[src/hw/pianoTiles_macros.svh]
`ifndef PIANO_TILES_MACROS_SVH
`define PIANO_TILES_MACROS_SVH

// Screen geometry in rows
`define ROW_COUNT 120
`define TILE_HEIGHT 30
`define ROW_BITS 7
// A tile top below this row is inside the hit zone
`define HIT_ROW (`ROW_COUNT - `TILE_HEIGHT)

`define COLUMN_COUNT 4
`define SLOT_COUNT 4

`define LFSR_SEED 24'h800001

// Board periods in clock cycles at 50 MHz
`define PERIOD_BITS 26
`define STEP_PERIOD 416666
`define SPAWN_PERIOD 50000000
`define SPEEDUP_PERIOD 50000000

// Speed-up steps and the floors they stop at
`define STEP_DECREMENT 2000
`define STEP_MIN 226333
`define SPAWN_DECREMENT 750000
`define SPAWN_MIN 12500000

`define SCORE_MAX 99

`endif

[src/hw/pianoTilesPkg.sv]
`default_nettype none

`include "pianoTiles_macros.svh"

package pianoTilesPkg;

	// Shift left with feedback taps at 23, 22, 17 and 16
	function automatic logic [23:0] lfsrStep(input logic [23:0] value);
		return {value[22:0], value[23] ^ value[22] ^ value[17] ^ value[16]};
	endfunction

	function automatic logic inHitZone(input logic [`ROW_BITS-1:0] row);
		return row > `ROW_BITS'(`HIT_ROW);
	endfunction

	// Period never drops under the floor
	function automatic logic [`PERIOD_BITS-1:0] shrinkPeriod(
		input logic [`PERIOD_BITS-1:0] period,
		input logic [`PERIOD_BITS-1:0] decrement,
		input logic [`PERIOD_BITS-1:0] floorValue);
		if (period >= floorValue + decrement)
			return period - decrement;
		return period;
	endfunction

	// Active-low segments in gfedcba order
	function automatic logic [6:0] segmentOf(input logic [3:0] digit);
		case (digit)
			4'd0: return 7'b1000000;
			4'd1: return 7'b1111001;
			4'd2: return 7'b0100100;
			4'd3: return 7'b0110000;
			4'd4: return 7'b0011001;
			4'd5: return 7'b0010010;
			4'd6: return 7'b0000010;
			4'd7: return 7'b1111000;
			4'd8: return 7'b0000000;
			4'd9: return 7'b0010000;
			default: return 7'b1111111;
		endcase
	endfunction

endpackage

`default_nettype wire

[src/hw/pianoTilesIf.sv]
`timescale 1ns/10ps
`default_nettype none

interface pianoTilesIf;
	// Game state from the control FSM
	logic run;
	logic clear;
	// Timing pulses
	logic stepTick;
	logic spawnTick;
	// Outcome of a key press or a passing tile
	logic hit;
	logic miss;

	modport control
	(
		output run,
		output clear,
		input  miss
	);

	modport timer
	(
		input  run,
		input  clear,
		output stepTick,
		output spawnTick
	);

	modport field
	(
		input  run,
		input  clear,
		input  stepTick,
		input  spawnTick,
		output hit,
		output miss
	);

	modport score
	(
		input hit,
		input clear
	);
endinterface

`default_nettype wire

[src/hw/gameControl.sv]
`timescale 1ns/10ps
`default_nettype none

module gameControl
(
	input  logic CLOCK_50,
	input  logic reset,
	input  logic [3:0] keyPress,
	pianoTilesIf.control game,
	output logic gameOver
);
	localparam logic [1:0] statePlaying = 2'd0;
	localparam logic [1:0] stateOver = 2'd1;
	localparam logic [1:0] stateRestart = 2'd2;

	logic [1:0] state;

	always_ff @(posedge CLOCK_50)
	begin
		if (reset)
		begin
			state <= statePlaying;
			gameOver <= 1'b0;
		end
		else
		begin
			case (state)
				statePlaying:
				begin
					if (game.miss)
					begin
						state <= stateOver;
						gameOver <= 1'b1;
					end
				end
				stateOver:
				begin
					// Any column key starts a new game
					if (|keyPress)
					begin
						state <= stateRestart;
						gameOver <= 1'b0;
					end
				end
				stateRestart:
					state <= statePlaying;
				default:
					state <= statePlaying;
			endcase
		end
	end

	assign game.run = (state == statePlaying);
	// Single-cycle wipe of slots, timers and score
	assign game.clear = (state == stateRestart);

endmodule

`default_nettype wire

[src/hw/pianoTiles.sv]
`timescale 1ns/10ps
`default_nettype none

`include "pianoTiles_macros.svh"

module pianoTiles
#(
	parameter int unsigned stepPeriodInit = `STEP_PERIOD,
	parameter int unsigned spawnPeriodInit = `SPAWN_PERIOD,
	parameter int unsigned speedupPeriod = `SPEEDUP_PERIOD
)
(
	input  logic CLOCK_50,
	input  logic reset,
	input  logic [3:0] keyPress,
	output logic [6:0] score,
	output logic [6:0] hex0,
	output logic [6:0] hex1,
	output logic gameOver
);
	pianoTilesIf game();

	// Playing, over and restart sequencing
	gameControl i_gameControl
	(
		.CLOCK_50(CLOCK_50),
		.reset(reset),
		.keyPress(keyPress),
		.game(game),
		.gameOver(gameOver)
	);

	tileTimer
	#(
		.stepPeriodInit(stepPeriodInit),
		.spawnPeriodInit(spawnPeriodInit),
		.speedupPeriod(speedupPeriod)
	) i_tileTimer
	(
		.CLOCK_50(CLOCK_50),
		.reset(reset),
		.game(game)
	);

	// Tiles, key judging and the random column source
	tileField i_tileField
	(
		.CLOCK_50(CLOCK_50),
		.reset(reset),
		.keyPress(keyPress),
		.game(game)
	);

	scoreDisplay i_scoreDisplay
	(
		.CLOCK_50(CLOCK_50),
		.reset(reset),
		.game(game),
		.score(score),
		.hex0(hex0),
		.hex1(hex1)
	);

endmodule

`default_nettype wire

[src/hw/scoreDisplay.sv]
`timescale 1ns/10ps
`default_nettype none

`include "pianoTiles_macros.svh"

module scoreDisplay
(
	input  logic CLOCK_50,
	input  logic reset,
	pianoTilesIf.score game,
	output logic [6:0] score,
	output logic [6:0] hex0,
	output logic [6:0] hex1
);
	import pianoTilesPkg::*;

	localparam logic [6:0] scoreMax = 7'(`SCORE_MAX);

	logic [3:0] tens;
	logic [3:0] ones;

	always_ff @(posedge CLOCK_50)
	begin
		if (reset || game.clear)
			score <= '0;
		// Holds at the top of the two-digit range
		else if (game.hit && score != scoreMax)
			score <= score + 1'b1;
	end

	// Decimal split for the two displays
	assign tens = 4'(score / 7'd10);
	assign ones = 4'(score % 7'd10);

	assign hex0 = segmentOf(ones);
	assign hex1 = segmentOf(tens);

endmodule

`default_nettype wire

[src/hw/tileField.sv]
`timescale 1ns/10ps
`default_nettype none

`include "pianoTiles_macros.svh"

module tileField
(
	input  logic CLOCK_50,
	input  logic reset,
	input  logic [3:0] keyPress,
	pianoTilesIf.field game
);
	import pianoTilesPkg::*;

	localparam logic [`ROW_BITS-1:0] lastRow = `ROW_BITS'(`ROW_COUNT - 1);

	logic [23:0] lfsr;

	// Slot state
	logic [`SLOT_COUNT-1:0] slotActive;
	logic [`SLOT_COUNT-1:0] slotScored;
	logic [1:0] slotColumn [`SLOT_COUNT];
	logic [`ROW_BITS-1:0] slotRow [`SLOT_COUNT];

	logic [`SLOT_COUNT-1:0] activeNext;
	logic [`SLOT_COUNT-1:0] scoredNext;
	logic [1:0] columnNext [`SLOT_COUNT];
	logic [`ROW_BITS-1:0] rowNext [`SLOT_COUNT];
	logic hitNext;
	logic missNext;
	logic slotFound;
	logic spawnDone;
	logic hitPulse;
	logic missPulse;

	always_comb
	begin
		activeNext = slotActive;
		scoredNext = slotScored;
		columnNext = slotColumn;
		rowNext = slotRow;
		hitNext = 1'b0;
		missNext = 1'b0;
		slotFound = 1'b0;
		spawnDone = 1'b0;
		if (game.run)
		begin
			// Key judging against the registered slots
			for (int c = 0; c < `COLUMN_COUNT; c++)
			begin
				slotFound = 1'b0;
				if (keyPress[c])
				begin
					for (int s = 0; s < `SLOT_COUNT; s++)
					begin
						if (!slotFound && slotActive[s] && slotColumn[s] == 2'(c)
							&& inHitZone(slotRow[s]))
						begin
							slotFound = 1'b1;
							if (!slotScored[s])
							begin
								scoredNext[s] = 1'b1;
								hitNext = 1'b1;
							end
						end
					end
					if (!slotFound)
						missNext = 1'b1;
				end
			end
			// Falling, and tiles leaving the bottom
			if (game.stepTick)
			begin
				for (int s = 0; s < `SLOT_COUNT; s++)
				begin
					if (slotActive[s])
					begin
						if (slotRow[s] < lastRow)
							rowNext[s] = slotRow[s] + 1'b1;
						else
						begin
							activeNext[s] = 1'b0;
							// A tile scored in this very cycle is not lost
							if (!scoredNext[s])
								missNext = 1'b1;
						end
					end
				end
			end
			// Lowest free slot takes the new tile
			if (game.spawnTick)
			begin
				for (int s = 0; s < `SLOT_COUNT; s++)
				begin
					if (!spawnDone && !slotActive[s])
					begin
						spawnDone = 1'b1;
						activeNext[s] = 1'b1;
						scoredNext[s] = 1'b0;
						columnNext[s] = lfsr[1:0];
						rowNext[s] = '0;
					end
				end
			end
		end
	end

	always_ff @(posedge CLOCK_50)
	begin
		if (reset)
		begin
			lfsr <= `LFSR_SEED;
			slotActive <= '0;
			slotScored <= '0;
			hitPulse <= 1'b0;
			missPulse <= 1'b0;
		end
		else
		begin
			lfsr <= lfsrStep(lfsr);
			slotActive <= game.clear ? '0 : activeNext;
			slotScored <= game.clear ? '0 : scoredNext;
			hitPulse <= hitNext;
			missPulse <= missNext;
		end
	end

	// Column and top row of each slot
	always_ff @(posedge CLOCK_50)
	begin
		slotColumn <= columnNext;
		slotRow <= rowNext;
	end

	assign game.hit = hitPulse;
	assign game.miss = missPulse;

endmodule

`default_nettype wire

[src/hw/tileTimer.sv]
`timescale 1ns/10ps
`default_nettype none

`include "pianoTiles_macros.svh"

module tileTimer
#(
	parameter int unsigned stepPeriodInit = `STEP_PERIOD,
	parameter int unsigned spawnPeriodInit = `SPAWN_PERIOD,
	parameter int unsigned speedupPeriod = `SPEEDUP_PERIOD
)
(
	input  logic CLOCK_50,
	input  logic reset,
	pianoTilesIf.timer game
);
	import pianoTilesPkg::*;

	localparam int periodBits = `PERIOD_BITS;
	localparam logic [periodBits-1:0] stepInit = periodBits'(stepPeriodInit);
	localparam logic [periodBits-1:0] spawnInit = periodBits'(spawnPeriodInit);
	localparam logic [periodBits-1:0] speedupLast = periodBits'(speedupPeriod - 1);

	logic [periodBits-1:0] stepCount;
	logic [periodBits-1:0] spawnCount;
	logic [periodBits-1:0] speedCount;
	logic [periodBits-1:0] stepPeriod;
	logic [periodBits-1:0] spawnPeriod;
	logic stepWrap;
	logic spawnWrap;
	logic speedWrap;

	// Each counter wraps on the last cycle of its current period
	assign stepWrap = game.run && (stepCount == stepPeriod - 1'b1);
	assign spawnWrap = game.run && (spawnCount == spawnPeriod - 1'b1);
	assign speedWrap = game.run && (speedCount == speedupLast);

	always_ff @(posedge CLOCK_50)
	begin
		if (reset || game.clear)
		begin
			stepCount <= '0;
			spawnCount <= '0;
			speedCount <= '0;
			stepPeriod <= stepInit;
			spawnPeriod <= spawnInit;
		end
		else if (game.run)
		begin
			stepCount <= stepWrap ? '0 : stepCount + 1'b1;
			spawnCount <= spawnWrap ? '0 : spawnCount + 1'b1;
			speedCount <= speedWrap ? '0 : speedCount + 1'b1;
			// Game gets faster at every speed-up wrap
			if (speedWrap)
			begin
				stepPeriod <= shrinkPeriod(stepPeriod, periodBits'(`STEP_DECREMENT),
					periodBits'(`STEP_MIN));
				spawnPeriod <= shrinkPeriod(spawnPeriod, periodBits'(`SPAWN_DECREMENT),
					periodBits'(`SPAWN_MIN));
			end
		end
	end

	assign game.stepTick = stepWrap;
	assign game.spawnTick = spawnWrap;

endmodule

`default_nettype wire

[config.mk]
export PLATFORM = sky130hd
export DESIGN_NAME = pianoTiles
export DESIGN_NICKNAME = d
export VERILOG_FILES = /design/src/hw/pianoTilesPkg.sv /design/src/hw/pianoTilesIf.sv /design/src/hw/gameControl.sv /design/src/hw/pianoTiles.sv /design/src/hw/scoreDisplay.sv /design/src/hw/tileField.sv /design/src/hw/tileTimer.sv
export VERILOG_INCLUDE_DIRS = /design/src /design/src/hw
export SDC_FILE = /design/constraint.sdc
export NUM_CORES = 1
export LEC_CHECK = 0
export BUFFER_PORTS_ARGS = -buffer_cell sky130_fd_sc_hd__buf_4
export CORE_MARGIN = 1
export CORE_UTILIZATION = 65
export CTS_BUF_LIST = sky130_fd_sc_hd__clkbuf_4
export CTS_CLUSTER_SIZE = 20
export DETAILED_ROUTE_END_ITERATION = 6
export HOLD_SLACK_MARGIN = 0.12
export PLACE_DENSITY = 0.82
export SKIP_CTS_REPAIR_TIMING = 1
export SLEW_MARGIN = 10
export SYNTH_ARGS = -nofsm -noshare
export SYNTH_HDL_FRONTEND = slang
export SYNTH_SLANG_ARGS = --single-unit
[constraint.sdc]
create_clock -name CLOCK_50 -period 7.6 [get_ports CLOCK_50]
set_input_delay 0.76 -clock CLOCK_50 [delete_from_list [all_inputs] [get_ports CLOCK_50]]
set_output_delay 0.76 -clock CLOCK_50 [all_outputs]
set_load 0.02 [all_outputs]
==> metrics, run 1 <==
status=complete, no violations; Post-DP Area=11800 µm²; sw frac=0.263; antenna violations before repair=1; Synth Register Bits=202; fin crit share=0.727; Non-Filler Instances=1659; leak pwr=4.54 nW; vias in the first global route=9091; share of the synthesized area in the top cell type=0.289; Synth Warn #=0; routed vias=9786; multi-input combinational cell area=6710 µm²; Crit. End Element=primary output; family with the most delay on the worst path=compound AO/OA/AOI/OAI gates; Sequential Power Share=0.531; largest fanout on the critical path=14; register area=4400 µm²; Detail Placement HPWL=16900 µm; setup TNS=0 ps; Overflow after GRT=0; IO Count=28; CTS buffer count=50; WP data arrival=4760 ps; Setup Crit Path Kind=flip-flop to primary output; largest cells by area after synthesis=dfxtp_1 29%, edfxtp_1 9.4%, xor2_1 6.9%; proportion of layout cells with a drive suffix above 1=0.0963; Max-Cap Viols=0; DR DRC count=0; Overall Power=2.29 mW; Final Setup Violations=0; insertion delay to the later sink of the worst-skew pair=670 ps; Worst Tran Pin Value=914 ps; clk sinks=202; Cell Chain, Critical Path=nand2b_1, o21ai_0, a211o_1, a21oi_1, ha_1, a21bo_2, a21oi_1, xnor2_1, inv_1, ha_1, inv_1, mux2i_1, o21ai_0, a21oi_1, buf_4; Seq/Total Area, Yosys=0.383; most frequent cells in the layout=189 x nor2_1, 166 x dfxtp_1, 138 x nand2_1; remaining antenna violation count=0; CP Launch Point=i_scoreDisplay.score[4]; # fillers=1362; kind of start point of the critical path=flip-flop; Port Buf Inserts=27; Max Clock Freq=181 MHz; DRT iter0 DRCs=574; clock-pin transition on the worst setup and hold timing paths=70 ps; Slew Limit Fails=0; cell row count=48; Int Pwr=1.69 mW; Top cell by count, worst path=a21oi_1; Vias/cell=5.90; die area=18200 µm²; Cell variety after synth=78; starting density of the core=0.665; Slowest Stage Delay on Critical Path=600 ps; CP bufs+invs=3; Synth area leader=dfxtp_1; post-route cell area=12400 µm²; Synth async-reset ratio=0; Syn Std Cell Area=11500 µm²; skew final=56.4 ps; chip height=135 µm; Clock Power Share=0.395; Sw Pwr=0.603 mW; Max-slew headroom=0.390; Most used DFF post-synth=dfxtp_1; gp weighted congestion=0.903; HP Class=flip-flop to flip-flop; Max clock buf depth=3; Tmin final=5520 ps; Cells after Synth=1380; min-delay src=i_tileField.lfsr[15]; placed insts=1570; drt pass-1 iters=5; Post-Route WL=24500 µm; first-pass GRT wire length=41100 µm; htree depth=2; Post-synth EDFFs=36; power per cell area=185 nW/µm²; Worst VDD drop=0.138 mV; net count after synthesis=1417; final-report hold violation count=0; core area=17300 µm²; RSZ-0062 raised after global routing=false; Chip Width=135 µm; Net count, final=1434; largest net degree at the start of global routing=47; FF-to-FF Start=i_gameControl.state[1]; CTS tree=yes; syn_area_per_cell=8.34 µm²; Layout area overhead=7.95%; CTS Root Cell=clkbuf_4; Worst Path Required=6840 ps; Crit-path slowest cell=dfxtp_1; post-DR wirelength/cell=14.8 µm; commonest non-fill, non-tap cell in the layout=nor2_1; Comb pwr share=0.073; overall routing resource usage=0.271
## state kept, by name (all words and copies together), names as in the netlist, 2 cells and up
signal,count
i_tileField.lfsr,24
i_scoreDisplay.score,7
i_tileField.slotColumn,8
i_tileTimer.spawnPeriod,22
i_tileField.slotRow,28
i_tileTimer.spawnCount,26
i_tileField.slotActive,4
i_tileField.slotScored,4
i_gameControl.state,2
i_tileTimer.speedCount,26
i_tileTimer.stepCount,26
i_tileTimer.stepPeriod,22
## cell usage after synthesis (8+ instances only)
cell      count
mux2i_1       8
edfxtp_1     36
a21oi_1      52
a31oi_1      20
nand3b_1     13
nor2_1      189
o21ai_0      28
xor2_1       90
nor2b_1      40
ha_1         31
xnor2_1      83
or2_2         9
nor3_1       39
and3_1       28
nand3_1      63
inv_1        36
nand4_1      45
dfxtp_1     166
clkbuf_1     58
nand2b_1     16
a211oi_1     11
nor4_1       20
or3_1        14
o21bai_1      8
nand2_1     138
## kinds of logic (layout without fill, tap and decap cells)
| logic type | after synthesis | count (layout) | share of synthesized area |
|---|---|---|---|
| flip-flops | 202 | 202 | 0.383 |
| buffers and inverters | 105 | 158 | 0.0355 |
| AO/OA/AOI/OAI | 189 | 189 | 0.109 |
| AND/OR/NAND/NOR | 666 | 666 | 0.292 |
| other | 0 | 1 | 0 |
| XOR/XNOR | 174 | 174 | 0.134 |
| adder cells (fa/ha/maj) | 31 | 31 | 0.0337 |
| multiplexers | 13 | 13 | 0.0128 |
## per-stage QoR
stage / setup WS, ps / hold WS [ps] / util
floorplan: 2940 / 414 / -
global placement: 2900 / 416 / 0.681
detailed placement: 2800 / 426 / 0.681
CTS: 2070 / 399 / 0.718
global route: 1670 / 427 / 0.718
finish: 2080 / 400 / 0.718
## worst paths after layout
kind	endpoint	cells past startpoint	slack, ps
min	i_tileField.lfsr[16]	1	400
max	hex0[3]	15	2080
min reg2reg	i_tileField.lfsr[16]	1	400
max reg2reg	i_tileTimer.spawnCount[9]	9	2990
## power by group through the flow
| stage | combinational [mW] | clock [mW] | sequential [mW] |
|---|---|---|---|
| detailed placement | 0.166 | 0 | 1.24 |
| CTS | 0.169 | 0.933 | 1.22 |
| global placement | 0.157 | 0 | 1.24 |
| finish | 0.168 | 0.907 | 1.22 |
| global route | 0.192 | 0.984 | 1.23 |
| floorplan | 0.134 | 0 | 1.22 |
## worst reg2reg max path, cell delays in order (launching register included)
cell,delay (ps)
dfxtp_1,380
or2_2,430
inv_2,700
nand4_1,410
nor4_1,410
nor3b_1,260
nand4b_1,120
or4_1,840
nand2_1,760
nor2_1,120
## per-layer routing
layer | GRT usage | part of all wire
met1 | 0.347 | 0.45
met2 | 0.462 | 0.48
met3 | 0.0439 | 0.050
met5 | 0 | 0
met4 | 0.0968 | 0.018
## layout make-up
cell class | count | area share
antenna | 1 | 0.000201
clock buffer | 72 | 0.0435
clock inverter | 16 | 0.00766
inverter | 37 | 0.0112
multi-input combinational | 1073 | 0.540
sequential | 202 | 0.355
tap | 225 | 0.0227
timing repair buffer | 33 | 0.0199
No activity file was read; power rests on OpenSTA's default activity.
==> inputs of run 2 (changes only) <==
==> constraint.sdc (replaced) <==
create_clock -name CLOCK_50 -period 5.1 [get_ports CLOCK_50]
set_input_delay 0.51 -clock CLOCK_50 [delete_from_list [all_inputs] [get_ports CLOCK_50]]
set_output_delay 0.51 -clock CLOCK_50 [all_outputs]
set_load 0.02 [all_outputs]
==> run 2 against run 1 <==
  * Clock-buffer cell count did not move
  * Sequential cell count did not move
  * Worst setup slack got worse by 1700 ps
  * Global-route usage rose by 0.061 points
  * Design area rose by 0.64%
  * Critical path depth rose by 1
  * First-iteration DRC count rose by 3.3%
  * Sequential share of layout area fell by 0.21 points
  * Total power rose by 51%
  * Non-clock buffer count rose by 4
  * Cell count rose by 0.78%
  * Clock skew fell by 11 ps
==> metrics, run 2 (same netlist as run 1, synthesis figures left out) <==
antenna violations before repair=1 (unchanged); kind of start point of the critical path=flip-flop (unchanged); multi-input combinational cell area=6720 µm² (was 6710 µm²); Top reg by flops=i_tileField.slotRow (unchanged); CTS Root Cell=clkbuf_4 (unchanged); setup TNS=0 ps (unchanged); Overflow after GRT=0 (unchanged); Overall Power=3.46 mW (was 2.29 mW); # fillers=1350 (was 1362); largest net degree at the start of global routing=46 (was 47); CTS tree=yes (unchanged); commonest non-fill, non-tap cell in the layout=nor2_1 (unchanged); Layout area overhead=8.65% (was 7.95%); skew final=45.8 ps (was 56.4 ps); routed vias=9826 (was 9786); Max clock buf depth=3 (unchanged); drt pass-1 iters=5 (unchanged); RSZ-0062 raised after global routing=false (unchanged); power per cell area=277 nW/µm² (was 185 nW/µm²); insertion delay to the later sink of the worst-skew pair=680 ps (was 670 ps); overall routing resource usage=0.272 (was 0.271); first-pass GRT wire length=41100 µm (about the same); DRT iter0 DRCs=593 (was 574); Vias/cell=5.88 (was 5.90); Post-Route WL=24600 µm (was 24500 µm); gp weighted congestion=0.911 (was 0.903); max reg flops=28 (unchanged); final-report hold violation count=0 (unchanged); HP Class=input port to flip-flop (was flip-flop to flip-flop); largest fanout on the critical path=12 (was 14); DR DRC count=0 (unchanged); Crit. End Element=primary output (unchanged); IO Count=28 (unchanged); core area=17300 µm² (unchanged); clk sinks=202 (unchanged); dpl ws=674 ps (was 2800 ps); Max Clock Freq=212 MHz; die area=18200 µm² (unchanged); Final Setup Violations=0 (unchanged); chip height=135 µm (unchanged); most frequent cells in the layout=189 x nor2_1, 164 x dfxtp_1, 138 x nand2_1 (was 189 x nor2_1, 166 x dfxtp_1, 138 x nand2_1); final hold slack=193 ps (was 400 ps); status=complete, no violations (unchanged); Setup Crit Path Kind=flip-flop to primary output (unchanged); Detail Placement HPWL=17300 µm (was 16900 µm); Net count, final=1441 (was 1434); clock-pin transition on the worst setup and hold timing paths=70 ps (about the same); leak pwr=4.60 nW (was 4.54 nW); CTS buffer count=53 (was 50); Max-Cap Viols=0 (unchanged); final worst slack=383 ps (was 2080 ps); cell row count=48 (unchanged); Tmin final=4720 ps; Chip Width=135 µm (unchanged); Port Buf Inserts=27 (unchanged); Worst Path Required=4590 ps (was 6840 ps); register area=4410 µm² (was 4400 µm²); Slew Limit Fails=0 (unchanged); Worst Tran Pin Value=1010 ps (was 914 ps); Max-slew headroom=0.307 (was 0.390); Worst VDD drop=0.195 mV (was 0.138 mV); vias in the first global route=8998 (was 9091); starting density of the core=0.665 (unchanged); remaining antenna violation count=0 (unchanged); proportion of layout cells with a drive suffix above 1=0.106 (was 0.0963); post-DR wirelength/cell=14.7 µm (was 14.8 µm); htree depth=2 (unchanged); WP data arrival=4210 ps (was 4760 ps); fin crit share=0.925
==> run 2: worst max-delay path, stage by stage, from the launching register on <==
cell and delay, ps:
dfxtp_1 550, nand2b_1 210, o21ai_0 100, a211o_1 320
a21oi_2 290, ha_1 210, buf_4 170, a21bo_2 260
a21oi_2 270, xnor2_1 220, inv_1 130, ha_1 190
inv_1 70, mux2i_1 60, o21ai_0 240, a21oi_1 100
buf_4 170
==> run 2: report_power, final <==
part	switching (mW)	internal (mW)	total [mW]
clock network	0.686	0.715	1.40
logic	0.146	0.101	0.247
registers	0.0946	1.72	1.81
total	0.926	2.53	3.46
==> run 2: metal layers <==
layer	global-route usage	vias to the layer above	wire, µm
met5	0	-	0
met4	0.103	0	542
met3	0.0537	47	1170
met2	0.454	217	11600
met1	0.347	4633	11300
li1	-	4929	-
==> run 2: worst paths after layout <==
| check | start | end | slack (ps) | depth (start not counted) |
|---|---|---|---|---|
| worst max-delay path | i_scoreDisplay.score[6] | hex0[0] | 380 | 16 |
| worst min-delay path | keyPress[0] | i_gameControl.state[1] | 190 | 3 |
| worst max register to register | i_tileTimer.spawnPeriod[4] | i_tileField.slotRow[4] | 760 | 10 |
| worst min register to register | i_tileField.lfsr[11] | i_tileField.lfsr[12] | 420 | 1 |
==> run 2: final cells by class <==
cell class | count | share of cell area
repair buffers | 37 | 0.0222
well taps | 225 | 0.0225
inverters | 37 | 0.0111
clock inverters | 25 | 0.0108
multi-input cells | 1073 | 0.537
flip-flops and latches | 202 | 0.353
clock buffers | 72 | 0.0432
diodes | 1 | 0.000200
==> run 2: stage by stage <==
step / utilization / instances / area, µm²
finish: 0.723 / 1672 / 12500
global route: 0.723 / 1672 / 12500
CTS: 0.722 / 1671 / 12500
detailed placement: 0.683 / 1574 / 11800
global placement: 0.683 / 1574 / 11800
floorplan: - / 1380 / 11500
==> inputs of run 3 (changes only) <==
==> constraint.sdc (replaced) <==
create_clock -name CLOCK_50 -period 5.1 [get_ports CLOCK_50]
set_input_delay 1.02 -clock CLOCK_50 [delete_from_list [all_inputs] [get_ports CLOCK_50]]
set_output_delay 1.02 -clock CLOCK_50 [all_outputs]
set_load 0.02 [all_outputs]
==> run 3 against run 2 <==
  * Critical path type unchanged
  * Clock power decreased by 4%
  * Via count decreased by 0.41%
  * Core utilization about the same
  * Worst setup slack got worse by 58 ps
==> metrics, run 3 (same netlist as run 1, synthesis figures left out) <==
status=complete, no violations (unchanged); largest fanout on the critical path=12 (unchanged); gp weighted congestion=0.930 (was 0.911); Slew Limit Fails=0 (unchanged); Final Setup Violations=0 (unchanged); CTS Root Cell=clkbuf_4 (unchanged); Post-Route WL=24300 µm (was 24600 µm); DR DRC count=0 (unchanged); htree depth=2 (unchanged); CTS tree=yes (unchanged); # fillers=1343 (was 1350); cell row count=48 (unchanged); Hold EP=i_tileField.lfsr[6] (was i_gameControl.state[1]); drt pass-1 iters=5 (unchanged); skew final=44.2 ps (was 45.8 ps); Max clock buf depth=3 (unchanged); worst r2r dst=i_tileField.slotRow[4] (unchanged); CTS buffer count=51 (was 53); Hold Path Depth=1 (was 3); proportion of layout cells with a drive suffix above 1=0.108 (was 0.106); dpl ws=709 ps (was 674 ps); final worst slack=326 ps (was 383 ps); routed vias=9786 (was 9826); RSZ-0062 raised after global routing=false (unchanged); core area=17300 µm² (unchanged); IO Count=28 (unchanged); max reg flops=28 (unchanged); Worst Path Required=4080 ps (was 4590 ps); remaining antenna violation count=0 (unchanged); die area=18200 µm² (unchanged); Top reg by flops=i_tileField.slotRow (unchanged); starting density of the core=0.665 (unchanged); Sw Pwr=0.902 mW (was 0.926 mW); min-delay src=i_tileField.lfsr[5] (was keyPress[0]); setup TNS=0 ps (unchanged); commonest non-fill, non-tap cell in the layout=nor2_1 (unchanged); antenna violations before repair=2 (was 1); WP data arrival=3750 ps (was 4210 ps); multi-input combinational cell area=6710 µm² (was 6720 µm²); insertion delay to the later sink of the worst-skew pair=670 ps (was 680 ps); Max-Cap Viols=0 (unchanged); Layout area overhead=8.71% (was 8.65%); Clock Power Share=0.396 (was 0.405); final-report hold violation count=0 (unchanged); FF-to-FF Start=i_tileTimer.spawnPeriod[4] (unchanged); Detail Placement HPWL=16900 µm (was 17300 µm); chip height=135 µm (unchanged); Worst VDD drop=0.192 mV (was 0.195 mV); final hold slack=419 ps (was 193 ps); clock-pin transition on the worst setup and hold timing paths=70 ps (about the same); post-DR wirelength/cell=14.5 µm (was 14.7 µm); overall routing resource usage=0.269 (was 0.272); Max-slew headroom=0.413 (was 0.307); final core occ=0.723 (about the same); vias in the first global route=8973 (was 8998); DRT iter0 DRCs=679 (was 593); register area=4410 µm² (about the same); Overflow after GRT=0 (unchanged); most frequent cells in the layout=189 x nor2_1, 161 x dfxtp_1, 138 x nand2_1 (was 189 x nor2_1, 164 x dfxtp_1, 138 x nand2_1); Worst Tran Pin Value=858 ps (was 1010 ps); Crit. End Element=primary output (unchanged); path depth of the worst reg2reg path=10 (unchanged); Sequential Power Share=0.531 (was 0.524); Overall Power=3.41 mW (was 3.46 mW); Tmin final=4770 ps (was 4720 ps); sw frac=0.264 (was 0.268); Setup Crit Path Kind=flip-flop to primary output (unchanged); Chip Width=135 µm (unchanged); HP Class=flip-flop to flip-flop (was input port to flip-flop); clk sinks=202 (unchanged); Net count, final=1443 (was 1441); leak pwr=4.59 nW (was 4.60 nW); power per cell area=273 nW/µm² (was 277 nW/µm²); Port Buf Inserts=27 (unchanged); fin crit share=0.936 (was 0.925); Comb pwr share=0.073 (was 0.071); Int Pwr=2.51 mW (was 2.53 mW); first-pass GRT wire length=40800 µm (was 41100 µm); largest net degree at the start of global routing=46 (unchanged); flop2flop setup slack=710 ps (was 760 ps); Vias/cell=5.85 (was 5.88); Max Clock Freq=209 MHz (was 212 MHz); kind of start point of the critical path=flip-flop (unchanged)
==> run 3: cell types whose count changed in the layout (fill, tap and decap cells not counted), sizes merged <==
cell      before  now
clkinv        23   14
clkbuf        72   77
buf           37   41
clkinvlp       0    2
bufinv         1    0
diode          1    2
==> run 3: metal layers <==
metal	share of wire	wire (µm)	GRT usage
met1	0.46	11100	0.344
met2	0.47	11500	0.452
met3	0.053	1290	0.0567
met4	0.013	323	0.0893
met5	0	0	0
==> run 3: how the worst max path moves through the flow <==
stage                                    start  depth (start not counted)  slack (ps)                     end
finish                 i_scoreDisplay.score[6]                         17         330                 hex0[0]
global route           i_scoreDisplay.score[6]                         17           9                 hex0[0]
CTS                    i_scoreDisplay.score[5]                         17          30                 hex0[0]
detailed placement  i_tileTimer.spawnPeriod[4]                         10         710  i_tileField.slotRow[4]
global placement       i_scoreDisplay.score[4]                         17         790                 hex0[3]
floorplan              i_scoreDisplay.score[6]                         14         180                 hex0[4]
==> run 3: worst max-delay path, stage by stage (launching register included) <==
cell and delay (ps):
dfxtp_2 440, nand2b_1 190, o21ai_0 90, a211o_1 290, a21oi_1 150, buf_4 170, ha_1 160, a21bo_2 240
a21oi_1 140, buf_4 160, xnor2_1 170, inv_1 130, ha_1 190, inv_1 70, o221ai_1 130, o21ai_1 140
a21oi_1 90, buf_4 160
==> run 3: power groups by stage <==
stage	Sequential (mW)	Clock, mW	Combinational (mW)
floorplan	1.82	0	0.199
global placement	1.84	0	0.239
detailed placement	1.85	0	0.248
CTS	1.81	1.39	0.251
global route	1.82	1.46	0.287
finish	1.81	1.35	0.251
==> run 3: cell type report <==
| type | instances | share of cell area |
|---|---|---|
| Multi-Input combinational cell | 1073 | 0.537 |
| Sequential cell | 202 | 0.353 |
| Clock buffer | 77 | 0.0462 |
| Timing Repair Buffer | 41 | 0.0246 |
| Tap cell | 225 | 0.0225 |
| Inverter | 37 | 0.0111 |
| Clock inverter | 17 | 0.00570 |
| Antenna cell | 2 | 0.000400 |
==> run 3: per-stage QoR <==
| stage | cells | cell area, µm² |
|---|---|---|
| after floorplan | 1380 | 11500 |
| after global placement | 1578 | 11800 |
| after detailed placement | 1578 | 11800 |
| after CTS | 1672 | 12500 |
| after global routing | 1673 | 12500 |
| final | 1674 | 12500 |
